$ cat config.mk
export PLATFORM = sky130hd
export DESIGN_NAME = decode_stage
export DESIGN_NICKNAME = d
export VERILOG_FILES = /design/src/decode_pkg.sv /design/src/decode_ctrl_if.sv /design/src/control_unit.sv /design/src/operand_select.sv /design/src/fence_tracker.sv /design/src/issue_latch.sv /design/src/decode_stage.sv
export VERILOG_INCLUDE_DIRS = /design/src
export SDC_FILE = /design/constraint.sdc
export NUM_CORES = 1
export LEC_CHECK = 0
export ABC_AREA = 0
export BUFFER_PORTS_ARGS = -buffer_cell sky130_fd_sc_hd__buf_2
export CORE_UTILIZATION = 55
export DETAILED_ROUTE_END_ITERATION = 10
export GPL_TIMING_DRIVEN = 1
export PLACE_DENSITY_LB_ADDON = 0.05
export SLEW_MARGIN = 20
export SYNTH_ARGS = -nofsm -noshare
export SYNTH_HDL_FRONTEND = slang
export SYNTH_HIERARCHICAL = 1
export SYNTH_SLANG_ARGS = --single-unit
$ cat constraint.sdc
create_clock -name CLK -period 4.9 [get_ports CLK]
set_input_delay 0.245 -clock CLK [delete_from_list [all_inputs] [get_ports CLK]]
set_output_delay 0.245 -clock CLK [all_outputs]
set_load 0.05 [all_outputs]
$ cat src/decode_defs.svh
// Decode stage widths

`ifndef DECODE_DEFS_SVH
`define DECODE_DEFS_SVH

// Data path width
`define XLEN 32

// Architectural register index
`define REG_ADDR_W 5

// Completion buffer tag that wraps at 2**CB_TAG_W entries
`define CB_TAG_W 3

// Entries in the execute input buffer
// Decode starts out holding this many credits
`define EXEC_CREDITS 4

// Must hold the value EXEC_CREDITS
`define CREDIT_W 3

`endif

$ cat src/decode_pkg.sv
// Decode stage types

`default_nettype none

`include "decode_defs.svh"

package decode_pkg;

  typedef logic [`XLEN-1:0] word_t;

  // RV32I major opcodes handled by this stage
  typedef enum logic [6:0] {
    OP      = 7'b0110011,
    OP_IMM  = 7'b0010011,
    LUI     = 7'b0110111,
    AUIPC   = 7'b0010111,
    JAL     = 7'b1101111,
    JALR    = 7'b1100111,
    LOAD    = 7'b0000011,
    STORE   = 7'b0100011,
    MISCMEM = 7'b0001111
  } opcode_e;

  typedef enum logic [3:0] {
    ALU_ADD, ALU_SUB, ALU_SLL, ALU_SLT, ALU_SLTU, ALU_XOR,
    ALU_SRL, ALU_SRA, ALU_OR, ALU_AND, ALU_COPY_B
  } alu_op_e;

  typedef enum logic {FU_ARITH, FU_LOADSTORE} fu_type_e;

  typedef enum logic [1:0] {SRC_A_RS1, SRC_A_IMM_S, SRC_A_PC, SRC_A_ZERO} src_a_e;

  typedef enum logic [1:0] {SRC_B_RS1, SRC_B_RS2, SRC_B_IMM_I, SRC_B_IMM_U} src_b_e;

  typedef enum logic [1:0] {WSRC_ALU, WSRC_PC4, WSRC_IMM_U} wsrc_e;

  // Instruction word formats listed MSB first
  typedef struct packed {
    logic [6:0]            funct7;
    logic [`REG_ADDR_W-1:0] rs2;
    logic [`REG_ADDR_W-1:0] rs1;
    logic [2:0]            funct3;
    logic [`REG_ADDR_W-1:0] rd;
    opcode_e               opcode;
  } r_fmt_t;

  typedef struct packed {
    logic [11:0]           imm11_00;
    logic [`REG_ADDR_W-1:0] rs1;
    logic [2:0]            funct3;
    logic [`REG_ADDR_W-1:0] rd;
    opcode_e               opcode;
  } i_fmt_t;

  typedef struct packed {
    logic [6:0]            imm11_05;
    logic [`REG_ADDR_W-1:0] rs2;
    logic [`REG_ADDR_W-1:0] rs1;
    logic [2:0]            funct3;
    logic [4:0]            imm04_00;
    opcode_e               opcode;
  } s_fmt_t;

  typedef struct packed {
    logic [19:0]           imm31_12;
    logic [`REG_ADDR_W-1:0] rd;
    opcode_e               opcode;
  } u_fmt_t;

  // Scrambled J immediate
  typedef struct packed {
    logic                  imm20;
    logic [9:0]            imm10_01;
    logic                  imm11;
    logic [7:0]            imm19_12;
    logic [`REG_ADDR_W-1:0] rd;
    opcode_e               opcode;
  } j_fmt_t;

  typedef union packed {
    r_fmt_t r_fmt;
    i_fmt_t i_fmt;
    s_fmt_t s_fmt;
    u_fmt_t u_fmt;
    j_fmt_t j_fmt;
  } instr_u;

  // Control fields held in the decode/execute latch
  typedef struct packed {
    fu_type_e              fu;
    alu_op_e               alu_op;
    logic [`REG_ADDR_W-1:0] rd;
    logic                  wen;
    logic                  is_load;
    logic                  is_store;
    logic [2:0]            mem_width;
    logic                  is_jump;
    logic                  illegal;
  } ctrl_t;

endpackage

`default_nettype wire

$ cat src/decode_ctrl_if.sv
// Decoded control bus

`timescale 1ns/1ps
`default_nettype none

`include "decode_defs.svh"

interface decode_ctrl_if;
  import decode_pkg::*;

  logic [`REG_ADDR_W-1:0] rs1, rs2, rd;
  // Sign-extended immediates
  word_t    imm_i, imm_s, imm_u, imm_j;
  logic     shamt_sel;
  src_a_e   src_a_sel;
  src_b_e   src_b_sel;
  wsrc_e    wsrc;
  alu_op_e  alu_op;
  fu_type_e fu_type;
  logic     wen, is_jump, j_sel;
  logic     is_load, is_store;
  logic [2:0] mem_width;
  logic     is_fence, illegal;

  modport cu (
    output rs1, rs2, rd, imm_i, imm_s, imm_u, imm_j, shamt_sel,
           src_a_sel, src_b_sel, wsrc, alu_op, fu_type, wen, is_jump, j_sel,
           is_load, is_store, mem_width, is_fence, illegal
  );

  modport ops (
    input imm_i, imm_s, imm_u, imm_j, shamt_sel, src_a_sel, src_b_sel, wsrc, j_sel
  );

  modport issue (
    input rd, alu_op, fu_type, wen, is_jump, is_load, is_store, mem_width,
          is_fence, illegal
  );

endinterface

`default_nettype wire

$ cat src/control_unit.sv
// Instruction decoder

`timescale 1ns/1ps
`default_nettype none

module control_unit (
  decode_ctrl_if.cu       ctrl,
  input decode_pkg::instr_u instr
);
  import decode_pkg::*;

  // Shared by OP and OP_IMM with funct7 bit 5 picking SUB and SRA
  function automatic alu_op_e alu_from_funct(input logic [2:0] f3, input logic alt,
                                             input logic is_reg);
    alu_op_e op;
    case (f3)
      3'b000:  op = (is_reg && alt) ? ALU_SUB : ALU_ADD;
      3'b001:  op = ALU_SLL;
      3'b010:  op = ALU_SLT;
      3'b011:  op = ALU_SLTU;
      3'b100:  op = ALU_XOR;
      3'b101:  op = alt ? ALU_SRA : ALU_SRL;
      3'b110:  op = ALU_OR;
      default: op = ALU_AND;
    endcase
    return op;
  endfunction

  assign ctrl.rs1 = instr.r_fmt.rs1;
  assign ctrl.rs2 = instr.r_fmt.rs2;
  assign ctrl.rd  = instr.r_fmt.rd;

  assign ctrl.imm_i = {{20{instr.i_fmt.imm11_00[11]}}, instr.i_fmt.imm11_00};
  assign ctrl.imm_s = {{20{instr.s_fmt.imm11_05[6]}}, instr.s_fmt.imm11_05,
                       instr.s_fmt.imm04_00};
  assign ctrl.imm_u = {instr.u_fmt.imm31_12, 12'b0};
  assign ctrl.imm_j = {{11{instr.j_fmt.imm20}}, instr.j_fmt.imm20, instr.j_fmt.imm19_12,
                       instr.j_fmt.imm11, instr.j_fmt.imm10_01, 1'b0};

  always_comb begin
    ctrl.shamt_sel = 1'b0;
    ctrl.src_a_sel = SRC_A_RS1;
    ctrl.src_b_sel = SRC_B_RS2;
    ctrl.wsrc      = WSRC_ALU;
    ctrl.alu_op    = ALU_ADD;
    ctrl.fu_type   = FU_ARITH;
    ctrl.wen       = 1'b0;
    ctrl.is_jump   = 1'b0;
    ctrl.j_sel     = 1'b0;
    ctrl.is_load   = 1'b0;
    ctrl.is_store  = 1'b0;
    ctrl.mem_width = 3'b000;
    ctrl.is_fence  = 1'b0;
    ctrl.illegal   = 1'b0;

    case (instr.r_fmt.opcode)
      OP: begin
        ctrl.wen    = 1'b1;
        ctrl.alu_op = alu_from_funct(instr.r_fmt.funct3, instr.r_fmt.funct7[5], 1'b1);
      end
      OP_IMM: begin
        ctrl.wen       = 1'b1;
        ctrl.src_b_sel = SRC_B_IMM_I;
        // Shifts take only the low five immediate bits
        ctrl.shamt_sel = (instr.i_fmt.funct3 == 3'b001) || (instr.i_fmt.funct3 == 3'b101);
        ctrl.alu_op    = alu_from_funct(instr.i_fmt.funct3, instr.r_fmt.funct7[5], 1'b0);
      end
      LUI: begin
        ctrl.wen       = 1'b1;
        ctrl.src_b_sel = SRC_B_IMM_U;
        ctrl.wsrc      = WSRC_IMM_U;
        ctrl.alu_op    = ALU_COPY_B;
      end
      AUIPC: begin
        ctrl.wen       = 1'b1;
        ctrl.src_a_sel = SRC_A_PC;
        ctrl.src_b_sel = SRC_B_IMM_U;
      end
      JAL: begin
        ctrl.wen     = 1'b1;
        ctrl.is_jump = 1'b1;
        ctrl.j_sel   = 1'b1;
        ctrl.wsrc    = WSRC_PC4;
      end
      JALR: begin
        ctrl.wen     = 1'b1;
        ctrl.is_jump = 1'b1;
        ctrl.wsrc    = WSRC_PC4;
      end
      LOAD: begin
        ctrl.wen       = 1'b1;
        ctrl.fu_type   = FU_LOADSTORE;
        ctrl.is_load   = 1'b1;
        ctrl.src_b_sel = SRC_B_IMM_I;
        ctrl.mem_width = instr.i_fmt.funct3;
      end
      STORE: begin
        ctrl.fu_type   = FU_LOADSTORE;
        ctrl.is_store  = 1'b1;
        ctrl.src_a_sel = SRC_A_IMM_S;
        ctrl.src_b_sel = SRC_B_RS1;
        ctrl.mem_width = instr.s_fmt.funct3;
      end
      // Plain FENCE issues as a no-op
      MISCMEM: ctrl.is_fence = (instr.i_fmt.funct3 == 3'b001);
      default: ctrl.illegal  = 1'b1;
    endcase
  end

endmodule

`default_nettype wire

$ cat src/operand_select.sv
// Operand and jump target selection

`timescale 1ns/1ps
`default_nettype none

module operand_select (
  decode_ctrl_if.ops          ctrl,
  input  decode_pkg::word_t   pc,
  input  decode_pkg::word_t   rs1_data,
  input  decode_pkg::word_t   rs2_data,
  output decode_pkg::word_t   port_a,
  output decode_pkg::word_t   port_b,
  output decode_pkg::word_t   wdata,
  output decode_pkg::word_t   j_base,
  output decode_pkg::word_t   j_offset
);
  import decode_pkg::*;

  word_t imm_or_shamt;

  // Shift amount is zero-extended so the SRAI funct7 bit stays out
  assign imm_or_shamt = ctrl.shamt_sel ? {27'b0, ctrl.imm_i[4:0]} : ctrl.imm_i;

  always_comb begin
    case (ctrl.src_a_sel)
      SRC_A_RS1:   port_a = rs1_data;
      SRC_A_IMM_S: port_a = ctrl.imm_s;
      SRC_A_PC:    port_a = pc;
      default:     port_a = '0;
    endcase
  end

  always_comb begin
    case (ctrl.src_b_sel)
      SRC_B_RS1:   port_b = rs1_data;
      SRC_B_RS2:   port_b = rs2_data;
      SRC_B_IMM_I: port_b = imm_or_shamt;
      default:     port_b = ctrl.imm_u;
    endcase
  end

  // Link value for jumps and upper immediate for LUI
  always_comb begin
    case (ctrl.wsrc)
      WSRC_PC4:   wdata = pc + word_t'(4);
      WSRC_IMM_U: wdata = ctrl.imm_u;
      default:    wdata = '0;
    endcase
  end

  // JAL is PC relative while JALR uses rs1 through operand A
  assign j_base   = ctrl.j_sel ? pc : port_a;
  assign j_offset = ctrl.j_sel ? ctrl.imm_j : ctrl.imm_i;

endmodule

`default_nettype wire

$ cat src/fence_tracker.sv
// FENCE.I cache flush tracker

`timescale 1ns/1ps
`default_nettype none

module fence_tracker (
  input  logic CLK,
  input  logic nRST,
  input  logic fence_accept,
  input  logic iflush_done,
  input  logic dflush_done,
  output logic icache_flush,
  output logic dcache_flush,
  output logic busy
);

  logic flush_q;
  logic iflushed, dflushed;

  always_ff @(posedge CLK or negedge nRST) begin
    if (!nRST) begin
      flush_q <= 1'b0;
    end else begin
      flush_q <= fence_accept;
    end
  end

  assign icache_flush = flush_q;
  assign dcache_flush = flush_q;

  // Each cache's done pulse is kept until the other one arrives
  always_ff @(posedge CLK or negedge nRST) begin
    if (!nRST) begin
      iflushed <= 1'b1;
      dflushed <= 1'b1;
    end else if (fence_accept) begin
      iflushed <= 1'b0;
      dflushed <= 1'b0;
    end else begin
      if (iflush_done) iflushed <= 1'b1;
      if (dflush_done) dflushed <= 1'b1;
    end
  end

  assign busy = ~iflushed | ~dflushed;

endmodule

`default_nettype wire

$ cat src/issue_latch.sv
// Credit-based issue and decode/execute latch

`timescale 1ns/1ps
`default_nettype none

`include "decode_defs.svh"

module issue_latch (
  input  logic                     CLK,
  input  logic                     nRST,
  decode_ctrl_if.issue             ctrl,
  input  logic                     fetch_valid,
  input  logic                     flush,
  input  logic                     fence_busy,
  input  logic                     ex_credit,
  output logic                     fetch_ready,
  output logic                     fence_accept,
  input  decode_pkg::word_t        pc,
  input  decode_pkg::word_t        port_a,
  input  decode_pkg::word_t        port_b,
  input  decode_pkg::word_t        wdata,
  input  decode_pkg::word_t        j_base,
  input  decode_pkg::word_t        j_offset,
  input  decode_pkg::word_t        store_data,
  output logic                     ex_valid,
  output decode_pkg::fu_type_e     ex_fu,
  output decode_pkg::alu_op_e      ex_alu_op,
  output logic [`REG_ADDR_W-1:0]   ex_rd,
  output logic                     ex_wen,
  output decode_pkg::word_t        ex_port_a,
  output decode_pkg::word_t        ex_port_b,
  output decode_pkg::word_t        ex_wdata,
  output decode_pkg::word_t        ex_store_data,
  output logic                     ex_is_load,
  output logic                     ex_is_store,
  output logic [2:0]               ex_mem_width,
  output logic                     ex_jump,
  output decode_pkg::word_t        ex_j_base,
  output decode_pkg::word_t        ex_j_offset,
  output decode_pkg::word_t        ex_pc,
  output logic [`CB_TAG_W-1:0]     ex_tag,
  output logic                     ex_illegal
);
  import decode_pkg::*;

  logic [`CREDIT_W-1:0] credits;
  logic [`CB_TAG_W-1:0] tag_q;
  logic                 accept, issue;
  ctrl_t                ctrl_d, ctrl_q;

  // Counter drops at the accepting edge, so the last credit closes ready next cycle
  assign fetch_ready  = ~flush & ~fence_busy & (credits != '0);
  assign accept       = fetch_valid & fetch_ready;
  assign fence_accept = accept & ctrl.is_fence;
  assign issue        = accept & ~ctrl.is_fence;

  always_ff @(posedge CLK or negedge nRST) begin
    if (!nRST) begin
      credits <= `CREDIT_W'(`EXEC_CREDITS);
    end else if (issue && !ex_credit) begin
      credits <= credits - 1'b1;
    end else if (ex_credit && !issue) begin
      credits <= credits + 1'b1;
    end
  end

  // Completion buffer tail
  always_ff @(posedge CLK or negedge nRST) begin
    if (!nRST) begin
      tag_q <= '0;
    end else if (issue) begin
      tag_q <= tag_q + 1'b1;
    end
  end

  assign ctrl_d = '{fu: ctrl.fu_type, alu_op: ctrl.alu_op, rd: ctrl.rd, wen: ctrl.wen,
                    is_load: ctrl.is_load, is_store: ctrl.is_store,
                    mem_width: ctrl.mem_width, is_jump: ctrl.is_jump,
                    illegal: ctrl.illegal};

  // Bubbles leave the latch all zero
  always_ff @(posedge CLK or negedge nRST) begin
    if (!nRST) begin
      ex_valid      <= 1'b0;
      ctrl_q        <= '0;
      ex_port_a     <= '0;
      ex_port_b     <= '0;
      ex_wdata      <= '0;
      ex_store_data <= '0;
      ex_j_base     <= '0;
      ex_j_offset   <= '0;
      ex_pc         <= '0;
      ex_tag        <= '0;
    end else begin
      ex_valid      <= issue;
      ctrl_q        <= issue ? ctrl_d : '0;
      ex_port_a     <= issue ? port_a : '0;
      ex_port_b     <= issue ? port_b : '0;
      ex_wdata      <= issue ? wdata : '0;
      ex_store_data <= issue ? store_data : '0;
      ex_j_base     <= issue ? j_base : '0;
      ex_j_offset   <= issue ? j_offset : '0;
      ex_pc         <= issue ? pc : '0;
      ex_tag        <= issue ? tag_q : '0;
    end
  end

  assign ex_fu        = ctrl_q.fu;
  assign ex_alu_op    = ctrl_q.alu_op;
  assign ex_rd        = ctrl_q.rd;
  assign ex_wen       = ctrl_q.wen;
  assign ex_is_load   = ctrl_q.is_load;
  assign ex_is_store  = ctrl_q.is_store;
  assign ex_mem_width = ctrl_q.mem_width;
  assign ex_jump      = ctrl_q.is_jump;
  assign ex_illegal   = ctrl_q.illegal;

endmodule

`default_nettype wire

$ cat src/decode_stage.sv
// Decode stage top

`timescale 1ns/1ps
`default_nettype none

`include "decode_defs.svh"

module decode_stage (
  input  logic                   CLK,
  input  logic                   nRST,
  input  logic                   fetch_valid,
  input  decode_pkg::word_t      fetch_instr,
  input  decode_pkg::word_t      fetch_pc,
  output logic                   fetch_ready,
  output logic [`REG_ADDR_W-1:0] rs1_addr,
  output logic [`REG_ADDR_W-1:0] rs2_addr,
  input  decode_pkg::word_t      rs1_data,
  input  decode_pkg::word_t      rs2_data,
  input  logic                   flush,
  input  logic                   ex_credit,
  output logic                   ex_valid,
  output logic                   ex_fu,
  output logic [3:0]             ex_alu_op,
  output logic [`REG_ADDR_W-1:0] ex_rd,
  output logic                   ex_wen,
  output decode_pkg::word_t      ex_port_a,
  output decode_pkg::word_t      ex_port_b,
  output decode_pkg::word_t      ex_wdata,
  output decode_pkg::word_t      ex_store_data,
  output logic                   ex_is_load,
  output logic                   ex_is_store,
  output logic [2:0]             ex_mem_width,
  output logic                   ex_jump,
  output decode_pkg::word_t      ex_j_base,
  output decode_pkg::word_t      ex_j_offset,
  output decode_pkg::word_t      ex_pc,
  output logic [`CB_TAG_W-1:0]   ex_tag,
  output logic                   ex_illegal,
  output logic                   icache_flush,
  output logic                   dcache_flush,
  input  logic                   iflush_done,
  input  logic                   dflush_done
);
  import decode_pkg::*;

  word_t port_a, port_b, wdata, j_base, j_offset;
  logic  fence_accept, fence_busy;

  decode_ctrl_if ctrl_bus ();

  // Register file read ports are combinational
  assign rs1_addr = ctrl_bus.rs1;
  assign rs2_addr = ctrl_bus.rs2;

  control_unit u_cu (
    .ctrl  (ctrl_bus.cu),
    .instr (fetch_instr)
  );

  operand_select u_ops (
    .ctrl     (ctrl_bus.ops),
    .pc       (fetch_pc),
    .rs1_data (rs1_data),
    .rs2_data (rs2_data),
    .port_a   (port_a),
    .port_b   (port_b),
    .wdata    (wdata),
    .j_base   (j_base),
    .j_offset (j_offset)
  );

  fence_tracker u_fence (
    .CLK          (CLK),
    .nRST         (nRST),
    .fence_accept (fence_accept),
    .iflush_done  (iflush_done),
    .dflush_done  (dflush_done),
    .icache_flush (icache_flush),
    .dcache_flush (dcache_flush),
    .busy         (fence_busy)
  );

  issue_latch u_issue (
    .CLK           (CLK),
    .nRST          (nRST),
    .ctrl          (ctrl_bus.issue),
    .fetch_valid   (fetch_valid),
    .flush         (flush),
    .fence_busy    (fence_busy),
    .ex_credit     (ex_credit),
    .fetch_ready   (fetch_ready),
    .fence_accept  (fence_accept),
    .pc            (fetch_pc),
    .port_a        (port_a),
    .port_b        (port_b),
    .wdata         (wdata),
    .j_base        (j_base),
    .j_offset      (j_offset),
    .store_data    (rs2_data),
    .ex_valid      (ex_valid),
    .ex_fu         (ex_fu),
    .ex_alu_op     (ex_alu_op),
    .ex_rd         (ex_rd),
    .ex_wen        (ex_wen),
    .ex_port_a     (ex_port_a),
    .ex_port_b     (ex_port_b),
    .ex_wdata      (ex_wdata),
    .ex_store_data (ex_store_data),
    .ex_is_load    (ex_is_load),
    .ex_is_store   (ex_is_store),
    .ex_mem_width  (ex_mem_width),
    .ex_jump       (ex_jump),
    .ex_j_base     (ex_j_base),
    .ex_j_offset   (ex_j_offset),
    .ex_pc         (ex_pc),
    .ex_tag        (ex_tag),
    .ex_illegal    (ex_illegal)
  );

endmodule

`default_nettype wire

Yosys cells after proc, flatten, opt, wreduce, memory -nomap -nowiden
Cells that the tools add are included.

Add/subtract/negate cells: 4. Equal/unequal tests: 21. Multiplexer cells: 39. Bitwise operators: 11. Reductions and logical operators: 18.

Operators with widths (count): $mux 32 (9); $pmux 32 s3 (2); $pmux 32 s2 (1); $pmux 4 s7 (2); $add 32x3->32 const B (1); $eq 7x6->1 const B (3); $mux 20 (1); $mux 18 (1); $mux 1 (15); $eq 7x5->1 const B (2); $eq 7x7->1 const B (2); $mux 3 (4); $pmux 4 s3 (1); $eq 3x3->1 const B (3); $reduce_or 9->1 (1); $pmux 2 s2 (2); $reduce_or 2->1 (4); $eq 7x2->1 const B (1); $eq 7x4->1 const B (1); $reduce_or 7->1 (1); $add 3x1->3 const B (2); $eq 2x1->1 const B (3); $eq 2x2->1 const B (3); $eq 3x2->1 const B (2); 13 further kinds (26).

Register bits: 255. Input bits: 135.

Logic depth before layout (Yosys ltp)
Word-level depth: 11. Depth in mapped cells: 14. Mapped depth without buffers: 11.

Hierarchy
Netlist, hierarchy kept.

Modules (own cells, without submodules): issue_latch (instances 1, cells each 545, area an instance 8157.8 µm², sequential area each 6307.3 µm²); operand_select (instances 1, cells each 508, area an instance 3492.1 µm², sequential area each 0.0 µm²); control_unit (instances 1, cells each 196, area an instance 1425.1 µm², sequential area each 0.0 µm²); fence_tracker (instances 1, cells each 7, area an instance 108.9 µm², sequential area each 77.6 µm²).

Worst setup path after synthesis
Ideal clock, no wire load.

Path type: input-to-reg. Start: input port fetch_instr[5]. End: register u_issue.credits[2]. Arrival: 2681 ps. Data required time: 4825 ps. Setup slack: 2144 ps. Stages: 14. Cells stage by stage: buf_2 > nand2b_1 > nor4_1 > and3_1 > or4b_4 > nor2_4 > buf_4 > buf_4 > ha_1 > inv_1 > fa_1 > xor2_1 > nor2_1 > xor2_1.

Cells in the longest elaborated chain, start to end: 7. Elaborated cells between the ends (all ways): 9. Classes of those cells: eq/ne (1); mux (2); bitwise (2); reduce/logical (4).

Ends and longest elaborated chain: start, declared (RTL line decode_stage.sv:12) `input decode_pkg::word_t fetch_instr,`; $eq 7x4->1 * (RTL line control_unit.sv:56) `case (instr.r_fmt.opcode)`; $mux 1 * (RTL line control_unit.sv:56); net ctrl_bus.is_fence (RTL line decode_ctrl_if.sv:23) `logic is_fence, illegal;`; $not 1->1 * (RTL line issue_latch.sv:55) `assign issue = accept & ~ctrl.is_fence;`; $and 1x1->1 * (RTL line issue_latch.sv:55); net u_issue.issue (RTL line issue_latch.sv:48) `logic accept, issue;`; $logic_not 1->1 (RTL line issue_latch.sv:62) `end else if (ex_credit && !issue) begin`; $logic_and 1x1->1 (RTL line issue_latch.sv:62); $reduce_bool 2->1 (no line); end signal, assigned (RTL line issue_latch.sv:59) `` credits <= `CREDIT_W'(`EXEC_CREDITS); ``; end signal, assigned (RTL line issue_latch.sv:61) `credits <= credits - 1'b1;`; end signal, assigned (RTL line issue_latch.sv:63) `credits <= credits + 1'b1;`; end, declared (RTL line issue_latch.sv:46) `` logic [`CREDIT_W-1:0] credits; ``.

Mark *: on every way through the listed nets, which the timed path passes. The rest lies on a longest branch. A chain may end at the register's enable or synchronous reset.

Worst setup path after layout
Start: input port fetch_instr[6]. End: register u_issue.ex_wdata[20].

Cells in the longest elaborated chain, start to end: 6. Elaborated cells between the ends (all ways): 13. Classes of those cells: eq/ne (6); mux (4); bitwise (2); reduce/logical (1).

Ends and longest elaborated chain: $eq 7x7->1 (RTL line control_unit.sv:56); $reduce_or 2->1 (no line); $pmux 2 s2 * (RTL line control_unit.sv:56); net ctrl_bus.wsrc[1] (RTL line decode_ctrl_if.sv:17) `wsrc_e wsrc;`; $eq 2x2->1 / $eq 2x1->1 (equally long branches) (RTL line operand_select.sv:44) `case (ctrl.wsrc)`; $pmux 32 s2 * (RTL line operand_select.sv:44); net wdata[20] (RTL line decode_stage.sv:46) `word_t port_a, port_b, wdata, j_base, j_offset;`; $mux 32 * (RTL line issue_latch.sv:99) `ex_wdata <= issue ? wdata : '0;`; end signal, assigned (RTL line issue_latch.sv:99); end, declared (RTL line issue_latch.sv:32) `output decode_pkg::word_t ex_wdata,`.

Marks and branches as above.

==> results.md <==
* Tcrit/Tclk final at 53.6%
* Fillcell total at 1853
* Largest family of logic cells by synthesized area: simple AND/OR/NAND/NOR gates
* Final wirelength at 37.5 mm
* Commonest non-fill, non-tap cell in the layout: buf_2
* P_int at 4.04 mW
* Clock Path Buffers at 3
* Vias in the first global route at 9494
* All-Layer GR Usage at 30.3%
* Initial antenna violation count at 4
* I/O pin count at 394
* # DRC at 0
* Die area at 24600 um2
* Rows at 56
* Clock latency on the worst-skew pair at 0.55 ns
* Crit-path max cell delay at 0.68 ns
* Largest net degree at the start of global routing at 249
* Final Hold Fails at 0
* Combinational group share of total power at 22.0%
* CTS tree: done
* Final WS setup at 2.28 ns
* Tmin final at 2.62 ns
* Primary FF master, synth: dfrtp_1
* Net load switching power at 1.88 mW
* Reg power frac at 39.5%
* Setup CP Type: input port to flip-flop
* Cts bufs inserted at 29
* Run status: finished, final reports clean
* Critical path cell sequence: buf_2 > nor2_2 > nand4_2 > nor2_1 > ha_1 > nand2b_1 > or4_1 > nand3_1 > and2_1
* Seq cells post-synth at 255
* Min-delay worst type: input port to flip-flop
* Post-synthesis compound-gate area fraction at 8.61%
* Synth Area in Simple Gates at 21.0%
* Hold slack at 0.0397 ns
* Setup TNS Final at 0 ns
* Net Sw Frac at 31.8%
* Worst R2R Start: u_fence/iflushed
* DP Cell Count at 1761
* WL/cell at 20.2 um
* Worst EP arrival at 3.10 ns
* Sequential element share of the synthesized area at 48.4%
* Die Width at 157 um
* Hold endpoint: u_issue/ex_pc[29]
* Clock power frac at 38.6%
* Hold Path Origin: fetch_pc[29]
* Core Box Area at 23500 um2
* Xor and xnor area share after synthesis at 0.930%
* First-pass GRT wire length at 56.1 mm
* Cell count after synthesis at 1256
* Rel. slew slack at 26.0%
* Tot Pwr at 5.92 mW
* Setup-failing EPs final at 0
* Reg2Reg Depth at 9
* Layout Skew at 0.0245 ns
* EDFF count, synth at 0
* Grt ovf at 0
* Die H at 157 um
* Vias per cell at 5.32
* Gpl congestion at 0.857
* Leakage at 7.96 nW
* Nets at 1658
* Ys async rst share at 100%
* Most frequent cells in the layout: buf_2, dfrtp_1, and2_1
* Post-synthesis adder-cell area fraction at 0.626%
* Area Overhead vs Synth at 19.3%
* RSZ-0062 raised after global routing: no
* Clk pin slew, worst setup/hold paths at 0.06 ns
* CP max stage cell: or4_1
* IO buf count at 393
* Syn avg cell area at 10.5 um2
* Worst VDD drop at 0.000303 V
* Clk sinks at 255
* Post-synth cell types at 60
* Drt first pass iters at 6
* Vias at 9886
* Final cell count without fillers at 1860
* Dpl hpwl at 25.8 mm
* Hold path depth at 2
* Reg-to-reg endpoint: u_issue/credits[2]
* PwrDens at 376 nW/um2
* Max cap viols at 0
* Drt initial violations at 814
* Worst Path Required at 5.37 ns
* Layout cells sized above 1 at 35.8%
* Place WS at 1.81 ns
* Max Slew Vio Count at 0
* Post-cts gate resize count at 0
* Setup Fix Bufs, Post-CTS at 0
* Ys Warns at 6
* Crit. End Element: flip-flop
* Reg2reg setup slack at 2.50 ns
* Worst Max-Slew Pin Slew at 1.11 ns
* Clock Root Buffer: clkbuf_16
* Post-Synthesis Cell Area at 13200 um2
* Multiplexer area fraction after synthesis at 9.00%
* Fmax at 381 MHz
* Post-route ant nets at 0
* H-tree depth at 1
* Initial core utilization at 56.2%
* CP max FO at 21
* Startpoint Class: input port
==> critical path, delay by kind of cell <==
| kind | cells | cell delay (ns) |
|---|---|---|
| buffers and inverters | 1 | 0.13 |
| adder cells (fa/ha/maj) | 1 | 0.44 |
| AND/OR/NAND/NOR | 7 | 2.27 |
==> metrics by stage <==
stage               util [%]  area, um2
floorplan                  -      13200
global placement        60.7      14300
detailed placement      60.8      14300
CTS                     67.0      15700
global route            67.0      15700
finish                  67.0      15700
==> how the worst max path moves through the flow <==
| stage | startpoint | endpoint | slack (ns) |
|---|---|---|---|
| global route | fetch_instr[6] | u_issue/ex_wdata[22] | 2.20 |
| detailed placement | fetch_instr[6] | u_issue/ex_wdata[17] | 1.81 |
| floorplan | fetch_instr[5] | u_issue/credits[2] | 2.14 |
| finish | fetch_instr[6] | u_issue/ex_wdata[20] | 2.28 |
| global placement | fetch_instr[6] | u_issue/ex_wdata[23] | 1.75 |
| CTS | fetch_instr[6] | u_issue/ex_wdata[20] | 2.37 |
==> logic make-up after synthesis <==
logic type               count (synthesis)
AO/OA/AOI/OAI                          173
XOR/XNOR                                14
adder cells (fa/ha/maj)                  6
buffers and inverters                  238
flip-flops                             255
multiplexers                           104
other                                    1
AND/OR/NAND/NOR                        465
==> what timing repair did <==
item | 4_1_cts | 5_1_grt
hold buffers | 44 | 0
endpoints found under the hold margin | 162 | 0
setup endpoints to repair | 0 | 0
==> metal layers <==
layer / GRT usage (%) / routed length [um] / vias up
li1: - / - / 4620
met1: 43.0 / 16400 / 4718
met2: 46.7 / 16900 / 488
met3: 6.40 / 3310 / 58
met4: 8.87 / 952 / 2
met5: 0 / 13 / -
==> power by group through the flow <==
stage,logic (mW),clock network (mW),registers [mW]
6_report,1.30,2.28,2.33
5_1_grt,1.38,2.40,2.35
4_1_cts,1.30,2.32,2.33
3_5_place_dp,1.27,0,2.37
3_3_place_gp,1.26,0,2.37
2_1_floorplan,0.445,0,2.88
==> sequential cells by signal (all words and copies together), names as in the netlist, 3 cells and up <==
signal                 cells
u_issue/ex_j_base         32
u_issue/ex_alu_op          4
u_issue/ex_pc             32
u_issue/ex_store_data     32
u_issue/ex_tag             3
u_issue/tag_q              3
u_issue/ex_port_b         32
u_issue/ex_mem_width       3
u_issue/ex_j_offset       32
u_issue/ex_wdata          32
u_issue/credits            3
u_issue/ex_rd              5
u_issue/ex_port_a         32
==> synth_stat cells (all sizes together), types with 3 or more instances <==
library cell / n / area (um2)
o21ai: 45 / 225
o311a: 4 / 40.0
nor4: 7 / 43.8
nand3: 24 / 138
mux2: 66 / 743
buf: 186 / 1310
dfrtp: 252 / 6310
and2: 251 / 1570
xor2: 8 / 70.1
clkbuf: 43 / 161
a211oi: 27 / 203
o211ai: 8 / 60.1
a221o: 5 / 50.1
xnor2: 6 / 52.6
nand2: 65 / 246
a21oi: 38 / 190
nor2b: 31 / 194
or4: 12 / 93.8
nand2b: 5 / 31.3
nor3: 15 / 75.1
nand4: 13 / 115
nor2: 22 / 92.6
mux2i: 33 / 330
a211o: 5 / 45.0
and3: 9 / 56.3
inv: 9 / 33.8
a22oi: 33 / 248
dfstp: 3 / 78.8
ha: 5 / 62.6
mux4: 5 / 113
==> cell type report <==
| type | instances | area, um2 | area share [%] |
|---|---|---|---|
| clock buffers | 39 | 843 | 5.36 |
| flip-flops and latches | 255 | 6380 | 40.6 |
| diodes | 1 | 2.50 | 0.0159 |
| clock inverters | 15 | 185 | 1.18 |
| repair buffers | 447 | 2520 | 16.0 |
| multi-input cells | 775 | 5370 | 34.1 |
| inverters | 9 | 33.8 | 0.215 |
| well taps | 319 | 399 | 2.54 |
Note: power is estimated with default switching activity, not from simulation.
